[src/design/chip8_isa_pkg.sv]
package chip8_isa_pkg;

   localparam int ADDR_WIDTH      = 12;
   localparam int DATA_WIDTH      = 8;
   localparam int INSTR_WIDTH     = 16;
   localparam int REG_INDEX_WIDTH = 4;
   localparam int STACK_DEPTH     = 16;

   localparam logic [ADDR_WIDTH-1:0]      PROGRAM_START = 12'h200;
   localparam logic [REG_INDEX_WIDTH-1:0] FLAG_REG      = 4'hF; // vf

   // top nibble of the instruction
   typedef enum logic [3:0] {
      OP_SYS      = 4'h0,
      OP_JP       = 4'h1,
      OP_CALL     = 4'h2,
      OP_SE_BYTE  = 4'h3,
      OP_SNE_BYTE = 4'h4,
      OP_SE_REG   = 4'h5,
      OP_LD_BYTE  = 4'h6,
      OP_ADD_BYTE = 4'h7,
      OP_ALU      = 4'h8,
      OP_SNE_REG  = 4'h9,
      OP_LD_I     = 4'hA,
      OP_JP_V0    = 4'hB,
      OP_RND      = 4'hC,
      OP_DRW      = 4'hD,
      OP_SKP      = 4'hE,
      OP_MISC     = 4'hF
   } opcode_e;

   // values follow the low nibble of 8XY_
   typedef enum logic [3:0] {
      ALU_LD   = 4'h0,
      ALU_OR   = 4'h1,
      ALU_AND  = 4'h2,
      ALU_XOR  = 4'h3,
      ALU_ADD  = 4'h4,
      ALU_SUB  = 4'h5,
      ALU_SHR  = 4'h6,
      ALU_SUBN = 4'h7,
      ALU_SHL  = 4'hE,
      ALU_NONE = 4'hF
   } alu_op_e;

endpackage
[src/design/chip8_core_pkg.sv]
package chip8_core_pkg;

   import chip8_isa_pkg::*;

   typedef enum logic [2:0] {
      ST_IDLE,
      ST_FETCH_HI,
      ST_FETCH_LO,
      ST_EXECUTE,
      ST_FLAG_WRITE,
      ST_MEM_LOOP,
      ST_MEM_WAIT
   } seq_state_e;

   typedef struct packed {
      opcode_e                    opcode;
      alu_op_e                    alu_op;
      logic [REG_INDEX_WIDTH-1:0] x;
      logic [REG_INDEX_WIDTH-1:0] y;
      logic [DATA_WIDTH-1:0]      nn;
      logic [ADDR_WIDTH-1:0]      nnn;
      logic                       is_return;  // 00EE
      logic                       is_add_i;   // FX1E
      logic                       is_store;   // FX55
      logic                       is_restore; // FX65
   } decoded_t;

   typedef struct packed {
      logic                       valid;
      logic [REG_INDEX_WIDTH-1:0] index;
      logic [DATA_WIDTH-1:0]      value;
   } reg_wr_t;

   typedef struct packed {
      logic                  valid;
      logic [ADDR_WIDTH-1:0] addr;
      logic [DATA_WIDTH-1:0] data;
   } mem_wr_t;

   typedef struct packed {
      logic                  valid;
      logic [ADDR_WIDTH-1:0] pc;
   } retire_t;

   typedef struct packed {
      logic [DATA_WIDTH-1:0] value;
      logic                  flag;
   } alu_result_t;

endpackage

[src/design/chip8_sequencer.sv]
`timescale 1ns/10ps

module chip8_sequencer import chip8_isa_pkg::*, chip8_core_pkg::*;
(
   input  logic                  clk,
   input  logic                  reset,
   input  logic                  run,
   input  logic [DATA_WIDTH-1:0] rdata,
   output logic [ADDR_WIDTH-1:0] mem_raddr,
   output mem_wr_t               mem_wr,
   output reg_wr_t               reg_wr,
   output retire_t               retire
);

   seq_state_e                 state, next_state;
   logic [ADDR_WIDTH-1:0]      pc, i_reg, top_addr, loop_addr;
   logic [INSTR_WIDTH-1:0]     instr_q, cur_instr;
   logic [REG_INDEX_WIDTH-1:0] loop_cnt, x_index;
   logic [DATA_WIDTH-1:0]      x_value, y_value;
   decoded_t                   dec;
   alu_result_t                alu_result;
   logic                       flag_q, flag_op, skip, loop_done, last_cycle;
   logic                       imm_we, alu_we, flag_we, load_we;

   // low byte is still on rdata during execute
   assign cur_instr = (state == ST_EXECUTE) ?
                      {instr_q[INSTR_WIDTH-1:DATA_WIDTH], rdata} : instr_q;
   assign x_index   = (state == ST_MEM_LOOP) ? loop_cnt :
                      (dec.opcode == OP_JP_V0) ? '0 : dec.x; // BNNN reads V0
   assign loop_addr = i_reg + ADDR_WIDTH'(loop_cnt);
   assign loop_done = (loop_cnt == dec.x);
   assign flag_op   = dec.alu_op inside {ALU_ADD, ALU_SUB, ALU_SHR, ALU_SUBN, ALU_SHL};
   assign skip = (dec.opcode == OP_SE_BYTE  && x_value == dec.nn) ||
                 (dec.opcode == OP_SNE_BYTE && x_value != dec.nn) ||
                 (dec.opcode == OP_SE_REG  && dec.nn[3:0] == 4'h0 && x_value == y_value) ||
                 (dec.opcode == OP_SNE_REG && dec.nn[3:0] == 4'h0 && x_value != y_value);

   instr_decoder instr_decoder_i (.instr(cur_instr), .dec(dec));

   register_file register_file_i (
      .clk(clk), .reset(reset), .wr(reg_wr),
      .x_index(x_index), .y_index(dec.y), .x_value(x_value), .y_value(y_value)
   );

   chip8_alu chip8_alu_i (.op(dec.alu_op), .vx(x_value), .vy(y_value), .result(alu_result));

   call_stack call_stack_i (
      .clk(clk), .reset(reset),
      .push(state == ST_EXECUTE && dec.opcode == OP_CALL),
      .pop(state == ST_EXECUTE && dec.is_return),
      .push_addr(pc), .top_addr(top_addr) // pc already points past the call
   );

   always_comb
   begin
      next_state = state;
      last_cycle = 1'b0;
      case (state)
         ST_IDLE:     if (run) next_state = ST_FETCH_HI;
         ST_FETCH_HI: next_state = ST_FETCH_LO;
         ST_FETCH_LO: next_state = ST_EXECUTE;
         ST_EXECUTE:
         begin
            if (flag_op)
               next_state = ST_FLAG_WRITE;
            else if (dec.is_store || dec.is_restore)
               next_state = ST_MEM_LOOP;
            else
               last_cycle = 1'b1;
         end
         ST_MEM_LOOP:
         begin
            if (loop_done && dec.is_restore)
               next_state = ST_MEM_WAIT; // last byte still in flight
            else if (loop_done)
               last_cycle = 1'b1;
         end
         default:     last_cycle = 1'b1; // flag write, mem wait
      endcase
      if (last_cycle)
         next_state = run ? ST_FETCH_HI : ST_IDLE;
   end

   always_comb
   begin
      case (state)
         ST_FETCH_LO: mem_raddr = pc + ADDR_WIDTH'(1);
         ST_MEM_LOOP: mem_raddr = loop_addr;
         default:     mem_raddr = pc;
      endcase
   end

   assign imm_we  = (state == ST_EXECUTE) &&
                    (dec.opcode == OP_LD_BYTE || dec.opcode == OP_ADD_BYTE);
   assign alu_we  = (state == ST_EXECUTE) && (dec.alu_op != ALU_NONE);
   assign flag_we = (state == ST_FLAG_WRITE);
   assign load_we = (state == ST_MEM_LOOP && dec.is_restore && loop_cnt != '0) ||
                    (state == ST_MEM_WAIT);

   always_comb
   begin
      reg_wr.valid = imm_we | alu_we | flag_we | load_we;
      reg_wr.index = dec.x;
      reg_wr.value = rdata;
      if (imm_we)
         reg_wr.value = (dec.opcode == OP_LD_BYTE) ? dec.nn : x_value + dec.nn;
      else if (alu_we)
         reg_wr.value = alu_result.value;
      else if (flag_we)
      begin
         reg_wr.index = FLAG_REG;
         reg_wr.value = DATA_WIDTH'(flag_q);
      end
      else if (load_we)
         reg_wr.index = (state == ST_MEM_WAIT) ? loop_cnt : loop_cnt - 1'b1; // one behind
   end

   assign mem_wr = '{valid: state == ST_MEM_LOOP && dec.is_store, addr: loop_addr,
                     data: x_value};
   assign retire = '{valid: last_cycle, pc: pc - ADDR_WIDTH'(2)};

   always_ff @(posedge clk)
   begin
      if (reset)
      begin
         state    <= ST_IDLE;
         pc       <= PROGRAM_START;
         i_reg    <= '0;
         loop_cnt <= '0;
      end
      else
      begin
         state <= next_state;
         if (state == ST_FETCH_LO)
            pc <= pc + ADDR_WIDTH'(2);
         else if (state == ST_EXECUTE)
         begin
            case (dec.opcode)
               OP_SYS:         if (dec.is_return) pc <= top_addr;
               OP_JP, OP_CALL: pc <= dec.nnn;
               OP_JP_V0:       pc <= dec.nnn + ADDR_WIDTH'(x_value);
               default:        if (skip) pc <= pc + ADDR_WIDTH'(2);
            endcase
            if (dec.opcode == OP_LD_I)
               i_reg <= dec.nnn;
            else if (dec.is_add_i)
               i_reg <= i_reg + ADDR_WIDTH'(x_value);
            loop_cnt <= '0;
         end
         else if (state == ST_MEM_LOOP && !loop_done)
            loop_cnt <= loop_cnt + 1'b1;
      end
   end

   always_ff @(posedge clk)
   begin
      if (state == ST_FETCH_LO)
         instr_q[INSTR_WIDTH-1:DATA_WIDTH] <= rdata;
      if (state == ST_EXECUTE)
      begin
         instr_q[DATA_WIDTH-1:0] <= rdata;
         flag_q <= alu_result.flag; // vx may be overwritten before vf
      end
   end

   one_reg_write: assert property (
      @(posedge clk) disable iff (reset) $onehot0({imm_we, alu_we, flag_we, load_we})
   );

endmodule

[src/design/call_stack.sv]
`timescale 1ns/10ps

module call_stack import chip8_isa_pkg::*;
(
   input  logic                  clk,
   input  logic                  reset,
   input  logic                  push,
   input  logic                  pop,
   input  logic [ADDR_WIDTH-1:0] push_addr,
   output logic [ADDR_WIDTH-1:0] top_addr
);

   logic [ADDR_WIDTH-1:0]            entries [STACK_DEPTH];
   logic [$clog2(STACK_DEPTH):0]     depth; // one extra bit for full
   logic [$clog2(STACK_DEPTH)-1:0]   top_index;

   assign top_index = depth[$clog2(STACK_DEPTH)-1:0] - 1'b1;
   assign top_addr  = entries[top_index];

   always_ff @(posedge clk)
   begin
      if (reset)
         depth <= '0;
      else if (push)
         depth <= depth + 1'b1;
      else if (pop)
         depth <= depth - 1'b1;
   end

   always_ff @(posedge clk)
   begin
      if (push)
         entries[depth[$clog2(STACK_DEPTH)-1:0]] <= push_addr;
   end

   no_overflow: assert property (@(posedge clk) disable iff (reset) push |-> depth != STACK_DEPTH);
   no_underflow: assert property (@(posedge clk) disable iff (reset) pop |-> depth != 0);

endmodule

[src/design/chip8_alu.sv]
`timescale 1ns/10ps

module chip8_alu import chip8_isa_pkg::*, chip8_core_pkg::*;
(
   input  alu_op_e               op,
   input  logic [DATA_WIDTH-1:0] vx,
   input  logic [DATA_WIDTH-1:0] vy,
   output alu_result_t           result
);

   logic [DATA_WIDTH:0] sum;

   assign sum = {1'b0, vx} + {1'b0, vy};

   always_comb
   begin
      result.value = vx;
      result.flag  = 1'b0;
      case (op)
         ALU_LD:  result.value = vy;
         ALU_OR:  result.value = vx | vy;
         ALU_AND: result.value = vx & vy;
         ALU_XOR: result.value = vx ^ vy;
         ALU_ADD:
         begin
            result.value = sum[DATA_WIDTH-1:0];
            result.flag  = sum[DATA_WIDTH]; // carry out
         end
         ALU_SUB:
         begin
            result.value = vx - vy;
            result.flag  = (vx >= vy); // no borrow
         end
         ALU_SHR:
         begin
            result.value = vx >> 1;
            result.flag  = vx[0];
         end
         ALU_SUBN:
         begin
            result.value = vy - vx;
            result.flag  = (vy >= vx);
         end
         ALU_SHL:
         begin
            result.value = vx << 1;
            result.flag  = vx[DATA_WIDTH-1];
         end
         default: ; // none passes vx
      endcase
   end

endmodule

[src/design/register_file.sv]
`timescale 1ns/10ps

module register_file import chip8_isa_pkg::*, chip8_core_pkg::*;
(
   input  logic                       clk,
   input  logic                       reset,
   input  reg_wr_t                    wr,
   input  logic [REG_INDEX_WIDTH-1:0] x_index,
   input  logic [REG_INDEX_WIDTH-1:0] y_index,
   output logic [DATA_WIDTH-1:0]      x_value,
   output logic [DATA_WIDTH-1:0]      y_value
);

   logic [DATA_WIDTH-1:0] regs [2**REG_INDEX_WIDTH]; // V0..VF

   always_ff @(posedge clk)
   begin
      if (reset)
      begin
         for (int i = 0; i < 2**REG_INDEX_WIDTH; i++)
            regs[i] <= '0;
      end
      else if (wr.valid)
      begin
         regs[wr.index] <= wr.value;
      end
   end

   assign x_value = regs[x_index];
   assign y_value = regs[y_index];

endmodule

[src/design/instr_decoder.sv]
`timescale 1ns/10ps

module instr_decoder import chip8_isa_pkg::*, chip8_core_pkg::*;
(
   input  logic [INSTR_WIDTH-1:0] instr,
   output decoded_t               dec
);

   opcode_e opcode;
   alu_op_e alu_op;

   assign opcode = opcode_e'(instr[15:12]);

   always_comb
   begin
      alu_op = ALU_NONE;
      if (opcode == OP_ALU)
      begin
         case (instr[3:0])
            4'h0:    alu_op = ALU_LD;
            4'h1:    alu_op = ALU_OR;
            4'h2:    alu_op = ALU_AND;
            4'h3:    alu_op = ALU_XOR;
            4'h4:    alu_op = ALU_ADD;
            4'h5:    alu_op = ALU_SUB;
            4'h6:    alu_op = ALU_SHR;
            4'h7:    alu_op = ALU_SUBN;
            4'hE:    alu_op = ALU_SHL;
            default: alu_op = ALU_NONE; // undefined 8XY_ is a nop
         endcase
      end
   end

   always_comb
   begin
      dec.opcode     = opcode;
      dec.alu_op     = alu_op;
      dec.x          = instr[11:8];
      dec.y          = instr[7:4];
      dec.nn         = instr[7:0];
      dec.nnn        = instr[11:0];
      dec.is_return  = (instr == 16'h00EE);
      dec.is_add_i   = (opcode == OP_MISC) && (instr[7:0] == 8'h1E);
      dec.is_store   = (opcode == OP_MISC) && (instr[7:0] == 8'h55);
      dec.is_restore = (opcode == OP_MISC) && (instr[7:0] == 8'h65);
   end

endmodule

[config.mk]
export PLATFORM = sky130hd
export DESIGN_NAME = chip8_sequencer
export DESIGN_NICKNAME = d
export VERILOG_FILES = /design/src/design/chip8_isa_pkg.sv /design/src/design/chip8_core_pkg.sv /design/src/design/chip8_sequencer.sv /design/src/design/call_stack.sv /design/src/design/chip8_alu.sv /design/src/design/register_file.sv /design/src/design/instr_decoder.sv
export SDC_FILE = /design/constraint.sdc
export NUM_CORES = 1
export LEC_CHECK = 0
export BUFFER_PORTS_ARGS = -buffer_cell sky130_fd_sc_hd__buf_2
export CORE_MARGIN = 2
export CORE_UTILIZATION = 48
export DETAILED_ROUTE_END_ITERATION = 8
export PLACE_DENSITY = 0.7
export SETUP_SLACK_MARGIN = 0.4
export SYNTH_ARGS = -nofsm -noshare
export SYNTH_HDL_FRONTEND = slang
export SYNTH_SLANG_ARGS = --single-unit
export TNS_END_PERCENT = 10
[constraint.sdc]
create_clock -name clk -period 6.38 [get_ports clk]
set_clock_uncertainty 0.05 [all_clocks]
set_input_delay 1.276 -clock clk [delete_from_list [all_inputs] [get_ports clk]]
set_output_delay 1.276 -clock clk [all_outputs]
set_load 0.1 [all_outputs]
Yosys cells after proc, flatten, opt, wreduce, memory -nomap -nowiden
Memory sizes are Yosys's and may differ from the RTL's. Index checks and enable logic that the tools add are counted.

ROM bits: 64. Input port bits: 11. Register bits: 53. RAM bits: 320. Memories kept: 3.

Add/subtract/negate cells: 15. Bitwise operators: 7. Muxes and demuxes: 49. Equality and inequality tests: 40. $lt $le $gt $ge: 2. Reduce and logical (&&, ||, !) cells: 44.

Memories: call_stack_i.entries (depth 16, width 12, read ports 1, clocked after Yosys merged registers in 0, write ports 1, RTL line call_stack.sv:13) `logic [ADDR_WIDTH-1:0] entries [STACK_DEPTH];`; register_file_i.regs (depth 16, width 8, read ports 2, clocked after Yosys merged registers in 0, write ports 16, RTL line register_file.sv:14) `logic [DATA_WIDTH-1:0] regs [2**REG_INDEX_WIDTH];`; (no name shown) (depth 16, width 4, read ports 1, clocked after Yosys merged registers in 0, write ports 0, RTL line instr_decoder.sv:19) `case (instr[3:0])`.

Operator list (count): 12-bit 2-to-1 mux (6); 8-bit one-hot mux with 9 select lines (1); 8-bit 2-to-1 mux (6); 4-bit 2-to-1 mux (11); 12-bit one-hot mux with 3 select lines (1); 4-bit by 3-bit equality test with 1-bit output, second input constant (8); 12-bit by 8-bit adder with 12-bit output (2); 4-bit equality test, second input constant (6); 12-bit one-hot mux with 2 select lines (1); 1-bit logical AND (18); 16-bit by 8-bit equality test with 1-bit output, second input constant (1); 4-bit by 2-bit equality test with 1-bit output, second input constant (4); 8-bit by 7-bit equality test with 1-bit output, second input constant (2); 8-bit equality test (2); 8-bit greater-or-equal comparator (2); 8-bit inequality test (2); 8-bit subtractor (2); 3-bit 2-to-1 mux (5); 3-bit one-hot mux with 5 select lines (1); 1-bit 2-to-1 mux (13); 12-bit by 1-bit adder with 12-bit output, second input constant (1); 12-bit by 2-bit adder with 12-bit output, second input constant (1); 12-bit by 4-bit adder with 12-bit output (1); 4-bit zero test (3); 37 further kinds (57).

Logic depth before layout (Yosys ltp)
Gate-level depths: netlist of run 1. An unclocked memory read counts as a cell.

Word-level depth: 14. Mapped depth: 23. Depth with buffers taken out: 19.

By module
Synthesis of run 1 repeated with hierarchy kept, for this count alone.

Cell total of the unflattened synthesis: 1923. Area, all modules: 22017.4 um^2.

Modules (own cells, without submodules): call_stack (cells each 458, sequential area each 5845.6 um^2, area an instance 7770.0 um^2, times used 1); register_file (cells each 445, sequential area each 3843.7 um^2, area an instance 6802.8 um^2, times used 1); chip8_sequencer (cells each 697, sequential area each 1131.1 um^2, area an instance 5226.3 um^2, times used 1); chip8_alu (cells each 269, sequential area each 0.0 um^2, area an instance 1841.8 um^2, times used 1); instr_decoder (cells each 54, sequential area each 0.0 um^2, area an instance 376.6 um^2, times used 1).

Worst setup path after synthesis of run 1
No wires, ideal clock.

Kind: register to output. From: register state[1]. To: output reg_wr[6] (netlist name). Cell stages (with the launch flop): 24. Required time: 5054 ps. Setup slack: -1358 ps. Buffers on the path: 5. Data arrival time: 6412 ps. Cell sequence: dfxtp_1 buf_4 and4b_1 a31oi_4 buf_6 buf_6 buf_4 mux2i_1 mux2i_1 mux2i_1 mux2i_1 ha_1 inv_1 fa_1 a21o_1 a21oi_1 o21ai_0 a21oi_1 o21ai_0 a21oi_1 o221ai_1 o21ai_2 buf_4 inv_1.

RTL lines: from (decl) (RTL line chip8_sequencer.sv:15) `seq_state_e state, next_state;`; from (signal assigned) (RTL line chip8_sequencer.sv:133) `state <= next_state;`; to (decl) (RTL line chip8_sequencer.sv:11) `output reg_wr_t reg_wr,`.

==> impl_metrics.tcl, run 1 <==
set metrics [dict create \
    required_ps 5050 \
    setup_viol 6 \
    post_drt_wl_per_cell_um 25.8 \
    ys_seq_area_frac 0.496 \
    largest_register_ffs 192 \
    crit_family "buffers and inverters" \
    max_freq_mhz 150 \
    synth_compound_area_frac 0.123 \
    synth_fp_nets 1991 \
    n_fill_cell 3636 \
    n_antenna_cell 0 \
    initial_core_util 0.484 \
    multiInputGateArea_um2 10500 \
    cts_tree "built" \
    muxShareOfSynthArea 0.131 \
    gr-total-overflow 0 \
    antenna_left 0 \
    dr.first_iter.drc_count 2414 \
    synth-seq-cells 372 \
    hold_viol 0 \
    intPower_uw 5230 \
    via_per_inst 6.30 \
    start_kind "input port" \
    drv_cap 0 \
    synth_area_um2 21800 \
    use_met2 0.460 \
    switching_share 0.345 \
    leakage_uw 0.00989 \
    cpMaxStageDelayCell "or3_1" \
    layout_common_cells "edfxtp_1, nor2_1, buf_4" \
    cts_max_level 2 \
    hp-class "reg2reg" \
    maxSlewViolCount 0 \
    routabilityCongestion 1.00 \
    area_growth_pct 20.0 \
    grt_max_degree 51 \
    reg2reg_depth 23 \
    reg2reg_to "pc[10]$_SDFFE_PP0P_" \
    outcome "complete, but fails checks" \
    finalCritPeriodShare 1.04 \
    firstDrtPassIters 7 \
    power.switching_uw 2760 \
    cts_buffers 41 \
    met3_usage 0.0574 \
    drive_above_1_share 0.268 \
    clock_path_buffers 3 \
    fp.coreArea_um2 45100 \
    dp_hpwl_um 50400 \
    final_nets 2189 \
    violations "negative setup slack" \
    holdPathEnd "i_reg[0]$_SDFFE_PP0P_" \
    num_rows 78 \
    grt_usage 0.299 \
    clkTransAtPathRegs_ps 60 \
    drt_wl_total_um 70500 \
    antenna_found_initial 1 \
    layout.cells.most_common "edfxtp_1" \
    synth_top_family_by_area "simple AND/OR/NAND/NOR gates" \
    critPathArrivalTime_ps 5330 \
    synthFlopType "edfxtp_1" \
    synth-xor-area-share 0.0209 \
    p_clk_frac 0.331 \
    tightestPinTransition_ps 1240 \
    gr-usage-met1 0.423 \
    busiest_layer "met2" \
    holdPathStages 2 \
    syn_area_per_cell_um2 11.4 \
    grt_pass1_wl_um 105000 \
    total_power_uw 7990 \
    clkSinkCount 372 \
    portBuffers 69 \
    max_stage_delay_ps 330 \
    path_buf_inv 12 \
    synth_cells 1908 \
    synth_edf_count 337 \
    clock_latency_ps 590 \
    power_density_nw_per_um2 305 \
    r2r-start "state[1]$_SDFFE_PP0P_" \
    yosys.area_share.simple 0.145 \
    finalSetupTns_ps -1280 \
    die_h_um 217 \
    drt_drc_violations_left 0 \
    layout.area.seq_um2 10800 \
    critical_path_class "in2out" \
    place_area_um2 24000 \
    cts-root-buf "clkbuf_16" \
    final_cell_area_um2 26200 \
    p_comb_frac 0.318 \
    finalCriticalPeriod_ps 6660 \
    detailroute.via_count 17200 \
    grt_pass1_vias 16500 \
    die_w_um 217 \
    synth.distinct_cells 97 \
    synthAdderAreaFrac 0.0437 \
    endpoint_kind "output pin" \
    io_pins 70 \
    finalWorstSetupSlack_ps -275 \
    path_max_fanout 10 \
    rsz0062_at_grt "yes" \
    fin_worst_hold_slack_ps 502 \
    ff2ff_setup_slack_ps 630 \
    seqPwrFrac 0.351 \
    hold_start "i_reg[0]$_SDFFE_PP0P_" \
    place_ws_ps -547 \
    async_flop_share 0 \
    yosysWarningCount 0 \
    slew-limit-headroom 0.167 \
    die_area_um2 47200 \
    ir_drop_v 0.000264 \
]
==> power by group through the flow <==
stage / registers [µW] / logic, µW / clock network, µW
2_1_floorplan: 2800 / 1570 / 0
5_1_grt: 2810 / 2660 / 2760
6_report: 2800 / 2540 / 2650
4_1_cts: 2800 / 2480 / 2660
3_3_place_gp: 2850 / 2310 / 0
3_5_place_dp: 2850 / 2320 / 0
==> per-layer routing <==
layer	share of wire	wire length, µm
met1	0.41	29100
met3	0.10	7090
met2	0.45	31700
met4	0.037	2630
met5	0	0
==> cells in the mapped netlist (all sizes together), types with 11 or more instances <==
library cell / n / area share
a311oi: 11 / 0.0044
dfxtp: 35 / 0.032
xnor2: 27 / 0.011
a21oi: 116 / 0.028
nor2: 227 / 0.041
a31oi: 13 / 0.0047
nand2: 162 / 0.029
mux4: 65 / 0.067
ha: 65 / 0.037
xor2: 25 / 0.010
a221oi: 15 / 0.0060
nor2b: 34 / 0.0098
inv: 63 / 0.011
mux2: 18 / 0.0093
o211ai: 23 / 0.0088
a211oi: 38 / 0.013
nand2b: 34 / 0.0098
mux2i: 118 / 0.055
a21o: 15 / 0.0052
edfxtp: 337 / 0.46
clkbuf: 65 / 0.011
nand3: 46 / 0.011
and3: 19 / 0.0055
nand3b: 13 / 0.0056
o21ai: 48 / 0.012
buf: 65 / 0.018
nor3: 40 / 0.0096
==> worst max path at each step <==
stage,startpoint,endpoint,slack (ps),depth (start not counted)
after floorplan,rdata[4],reg_wr[6],-140,21
after global placement,rdata[4],reg_wr[6],-490,20
after detailed placement,rdata[4],reg_wr[7],-550,19
after CTS,rdata[4],reg_wr[6],-210,24
after global routing,rdata[4],reg_wr[6],-420,24
final,rdata[4],reg_wr[5],-280,25
==> stage by stage <==
stage	utilization	cells
6_report	0.580	2737
5_1_grt	0.580	2737
4_1_cts	0.577	2727
3_5_place_dp	0.532	2631
3_3_place_gp	0.532	2631
2_1_floorplan	-	1908
==> what timing repair did <==
item | in CTS | in global routing
gates cloned | 2 | 1
endpoints found under the setup margin | 8 | 17
pin swaps | 30 | 17
gates resized for setup | 75 | 12
hold buffers | 0 | 0
setup buffers | 20 | 9
==> layout make-up <==
cell class	count	area share
multi-input combinational	1343	0.402
sequential	372	0.414
timing repair inverter	1	0.000287
timing repair buffer	284	0.0866
clock inverter	29	0.0180
clock buffer	45	0.0398
tap	600	0.0287
inverter	63	0.0110
==> cells by family after synthesis <==
logic type | Yosys count
buf+inv | 193
mux | 201
simple gates | 642
flops | 372
fa+ha+maj | 72
xor+xnor | 52
compound gates | 376
==> worst min-delay path, delay by kind of cell, from the launching register on <==
| kind | cells | cell delay [ps] |
|---|---|---|
| muxes | 1 | 130 |
| DFF | 1 | 330 |
| and+or+nand+nor | 1 | 50 |
No activity file was read; power rests on OpenSTA's default activity.
==> run 2, diff against run 1 <==
CORE_UTILIZATION = 55   (was 48)
PLACE_DENSITY = 0.78   (was 0.7)
SETUP_SLACK_MARGIN = 0.3   (was 0.4)
==> run 2 against run 1 <==
Net effect:
- the flow still finishes with violations (negative setup slack)
- register-to-register slack better by 120 ps
- flip-flop and latch count unchanged
- utilization up 9.2 points
- global-route usage grew 4.5 points
- sequential power is essentially flat
- critical path depth shrank 2
- count of clock-buffer cells in the layout increased by 2
- combinational power up 6%
- power shrank 2.4%
- worst hold slack lost 27 ps
==> impl_metrics.tcl, run 2 (synthesis gave the netlist of run 1 again) <==
set metrics [dict create \
    gr-total-overflow 0 \
    layoutNonFillerInstCount 2683 \
    ff2ff_setup_slack_ps 750 \
    tightestPinTransition_ps 1240 \
    reg2reg_to "pc[5]$_SDFFE_PP0P_" \
    hp-class "reg2reg" \
    clkTransAtPathRegs_ps 60 \
    cts-root-buf "clkbuf_16" \
    via_per_inst 6.65 \
    critical_path_class "in2out" \
    detailroute.via_count 17900 \
    leakage_uw 0.00996 \
    io_pins 70 \
    endpoint_kind "output pin" \
    cts_tree "built" \
    r2r-start "instr_q[14]$_DFFE_PP_" \
    final_cell_area_um2 26200 \
    finalWorstSetupSlack_ps -364 \
    power_density_nw_per_um2 298 \
    setup_viol 6 \
    layout.cells.most_common "edfxtp_1" \
    finalCritPeriodShare 1.06 \
    num_rows 72 \
    firstDrtPassIters 9 \
    start_kind "input port" \
    p_clk_frac 0.296 \
    antenna_found_initial 1 \
    switching_share 0.355 \
    hold_viol 0 \
    grt_max_degree 56 \
    rsz0062_at_grt "yes" \
    n_fill_cell 2773 \
    portBuffers 69 \
    post_drt_wl_per_cell_um 26.8 \
    max_freq_mhz 148 \
    routabilityCongestion 0.987 \
    cts_buffers 39 \
    drt_wl_total_um 71800 \
    drt_drc_violations_left 0 \
    antenna_left 0 \
    initial_core_util 0.560 \
    drive_above_1_share 0.277 \
    holdPathStages 2 \
    ir_drop_v 0.000235 \
    layout_common_cells "edfxtp_1, buf_4, nor2_1" \
    finalCriticalPeriod_ps 6740 \
    gr-usage-met1 0.478 \
    reg2reg_depth 21 \
    power.switching_uw 2760 \
    fp.coreArea_um2 38900 \
    holdPathEnd "i_reg[3]$_SDFFE_PP0P_" \
    grt_pass1_vias 17100 \
    grt_pass1_wl_um 106000 \
    required_ps 5050 \
    dp_cells 2575 \
    die_area_um2 41300 \
    seqPwrFrac 0.359 \
    area_growth_pct 19.9 \
    cts_max_level 2 \
    clkSinkCount 372 \
    hold_start "i_reg[3]$_SDFFE_PP0P_" \
    maxSlewViolCount 0 \
    met3_usage 0.0942 \
    die_w_um 203 \
    grt_usage 0.344 \
    outcome "complete, but fails checks" \
    p_comb_frac 0.345 \
    dr.first_iter.drc_count 2739 \
    final_nets 2219 \
    use_met2 0.520 \
    intPower_uw 5030 \
    finalSetupTns_ps -1900 \
    critPathArrivalTime_ps 5420 \
    busiest_layer "met2" \
    clock_latency_ps 570 \
    n_antenna_cell 0 \
    path_max_fanout 6 \
    drv_cap 0 \
    place_area_um2 24100 \
    place_ws_ps -622 \
    largest_register_ffs 192 \
    clock_path_buffers 3 \
    violations "negative setup slack" \
    dp_hpwl_um 49600 \
    slew-limit-headroom 0.173 \
    die_h_um 203 \
]
==> run 2: what timing repair did <==
item                                   4_1_cts  5_1_grt
endpoints found under the hold margin        0        0
buffers inserted                            13       22
hold buffers                                 0        0
setup endpoints to repair                    7        8
gates cloned                                 2        1
pin swaps                                   20       28
gates resized for setup                     50       50
==> run 2: worst max-delay path, cell delays in order <==
cell and delay (ps):
buf_6 100, and4b_2 230, a21oi_4 190, buf_6 180
buf_6 110, mux2i_1 70, mux2_4 280, a22o_4 270
a31oi_4 300, inv_2 90, ha_1 210, a21oi_2 170
o21ai_2 100, buf_4 160, a221oi_4 280, xor2_1 100
a222oi_1 380, o2111ai_1 180, a211oi_1 240, o31a_1 170
buf_6 130, inv_6 30, buf_12 150
==> run 2: per-layer routing <==
layer	up-vias	routed length, µm
met3	198	9000
met4	2	2980
met1	8773	27900
met2	1215	32000
met5	-	13
li1	7666	-
==> run 2: area by class of cell <==
class / count / area, µm² / area share
Clock inverter: 23 / 251 / 0.00962
Timing Repair Buffer: 316 / 2520 / 0.0963
Multi-Input combinational cell: 1343 / 10600 / 0.405
Timing Repair inverter: 1 / 8.76 / 0.000335
Clock buffer: 47 / 1020 / 0.0388
Sequential cell: 372 / 10800 / 0.414
Tap cell: 518 / 648 / 0.0248
Inverter: 63 / 289 / 0.0111
==> run 2: worst max-delay path by stage <==
stage	start	to	slack (ps)	depth (start not counted)
global route	state[0]$_SDFFE_PP0P_	reg_wr[7]	-520	22
floorplan	rdata[4]	reg_wr[6]	-140	21
detailed placement	rdata[4]	reg_wr[6]	-620	22
CTS	rdata[4]	reg_wr[6]	-310	24
global placement	rdata[4]	reg_wr[6]	-610	22
finish	rdata[4]	reg_wr[7]	-360	23
==> run 2: power groups by stage <==
| stage | logic, µW | clock network (µW) | registers (µW) |
|---|---|---|---|
| 2_1_floorplan | 1560 | 0 | 2800 |
| 3_5_place_dp | 2370 | 0 | 2850 |
| 5_1_grt | 2810 | 2380 | 2810 |
| 4_1_cts | 2490 | 2310 | 2800 |
| 6_report | 2690 | 2310 | 2800 |
| 3_3_place_gp | 2360 | 0 | 2840 |
==> run 2: metrics by stage <==
step | hold WS (ps) | power (µW) | util
final | 475 | 7790 | 0.672
after global placement | 462 | 5200 | 0.620
after floorplan | 446 | 4370 | -
after CTS | 475 | 7600 | 0.661
after detailed placement | 466 | 5220 | 0.620
after global routing | 533 | 7990 | 0.672
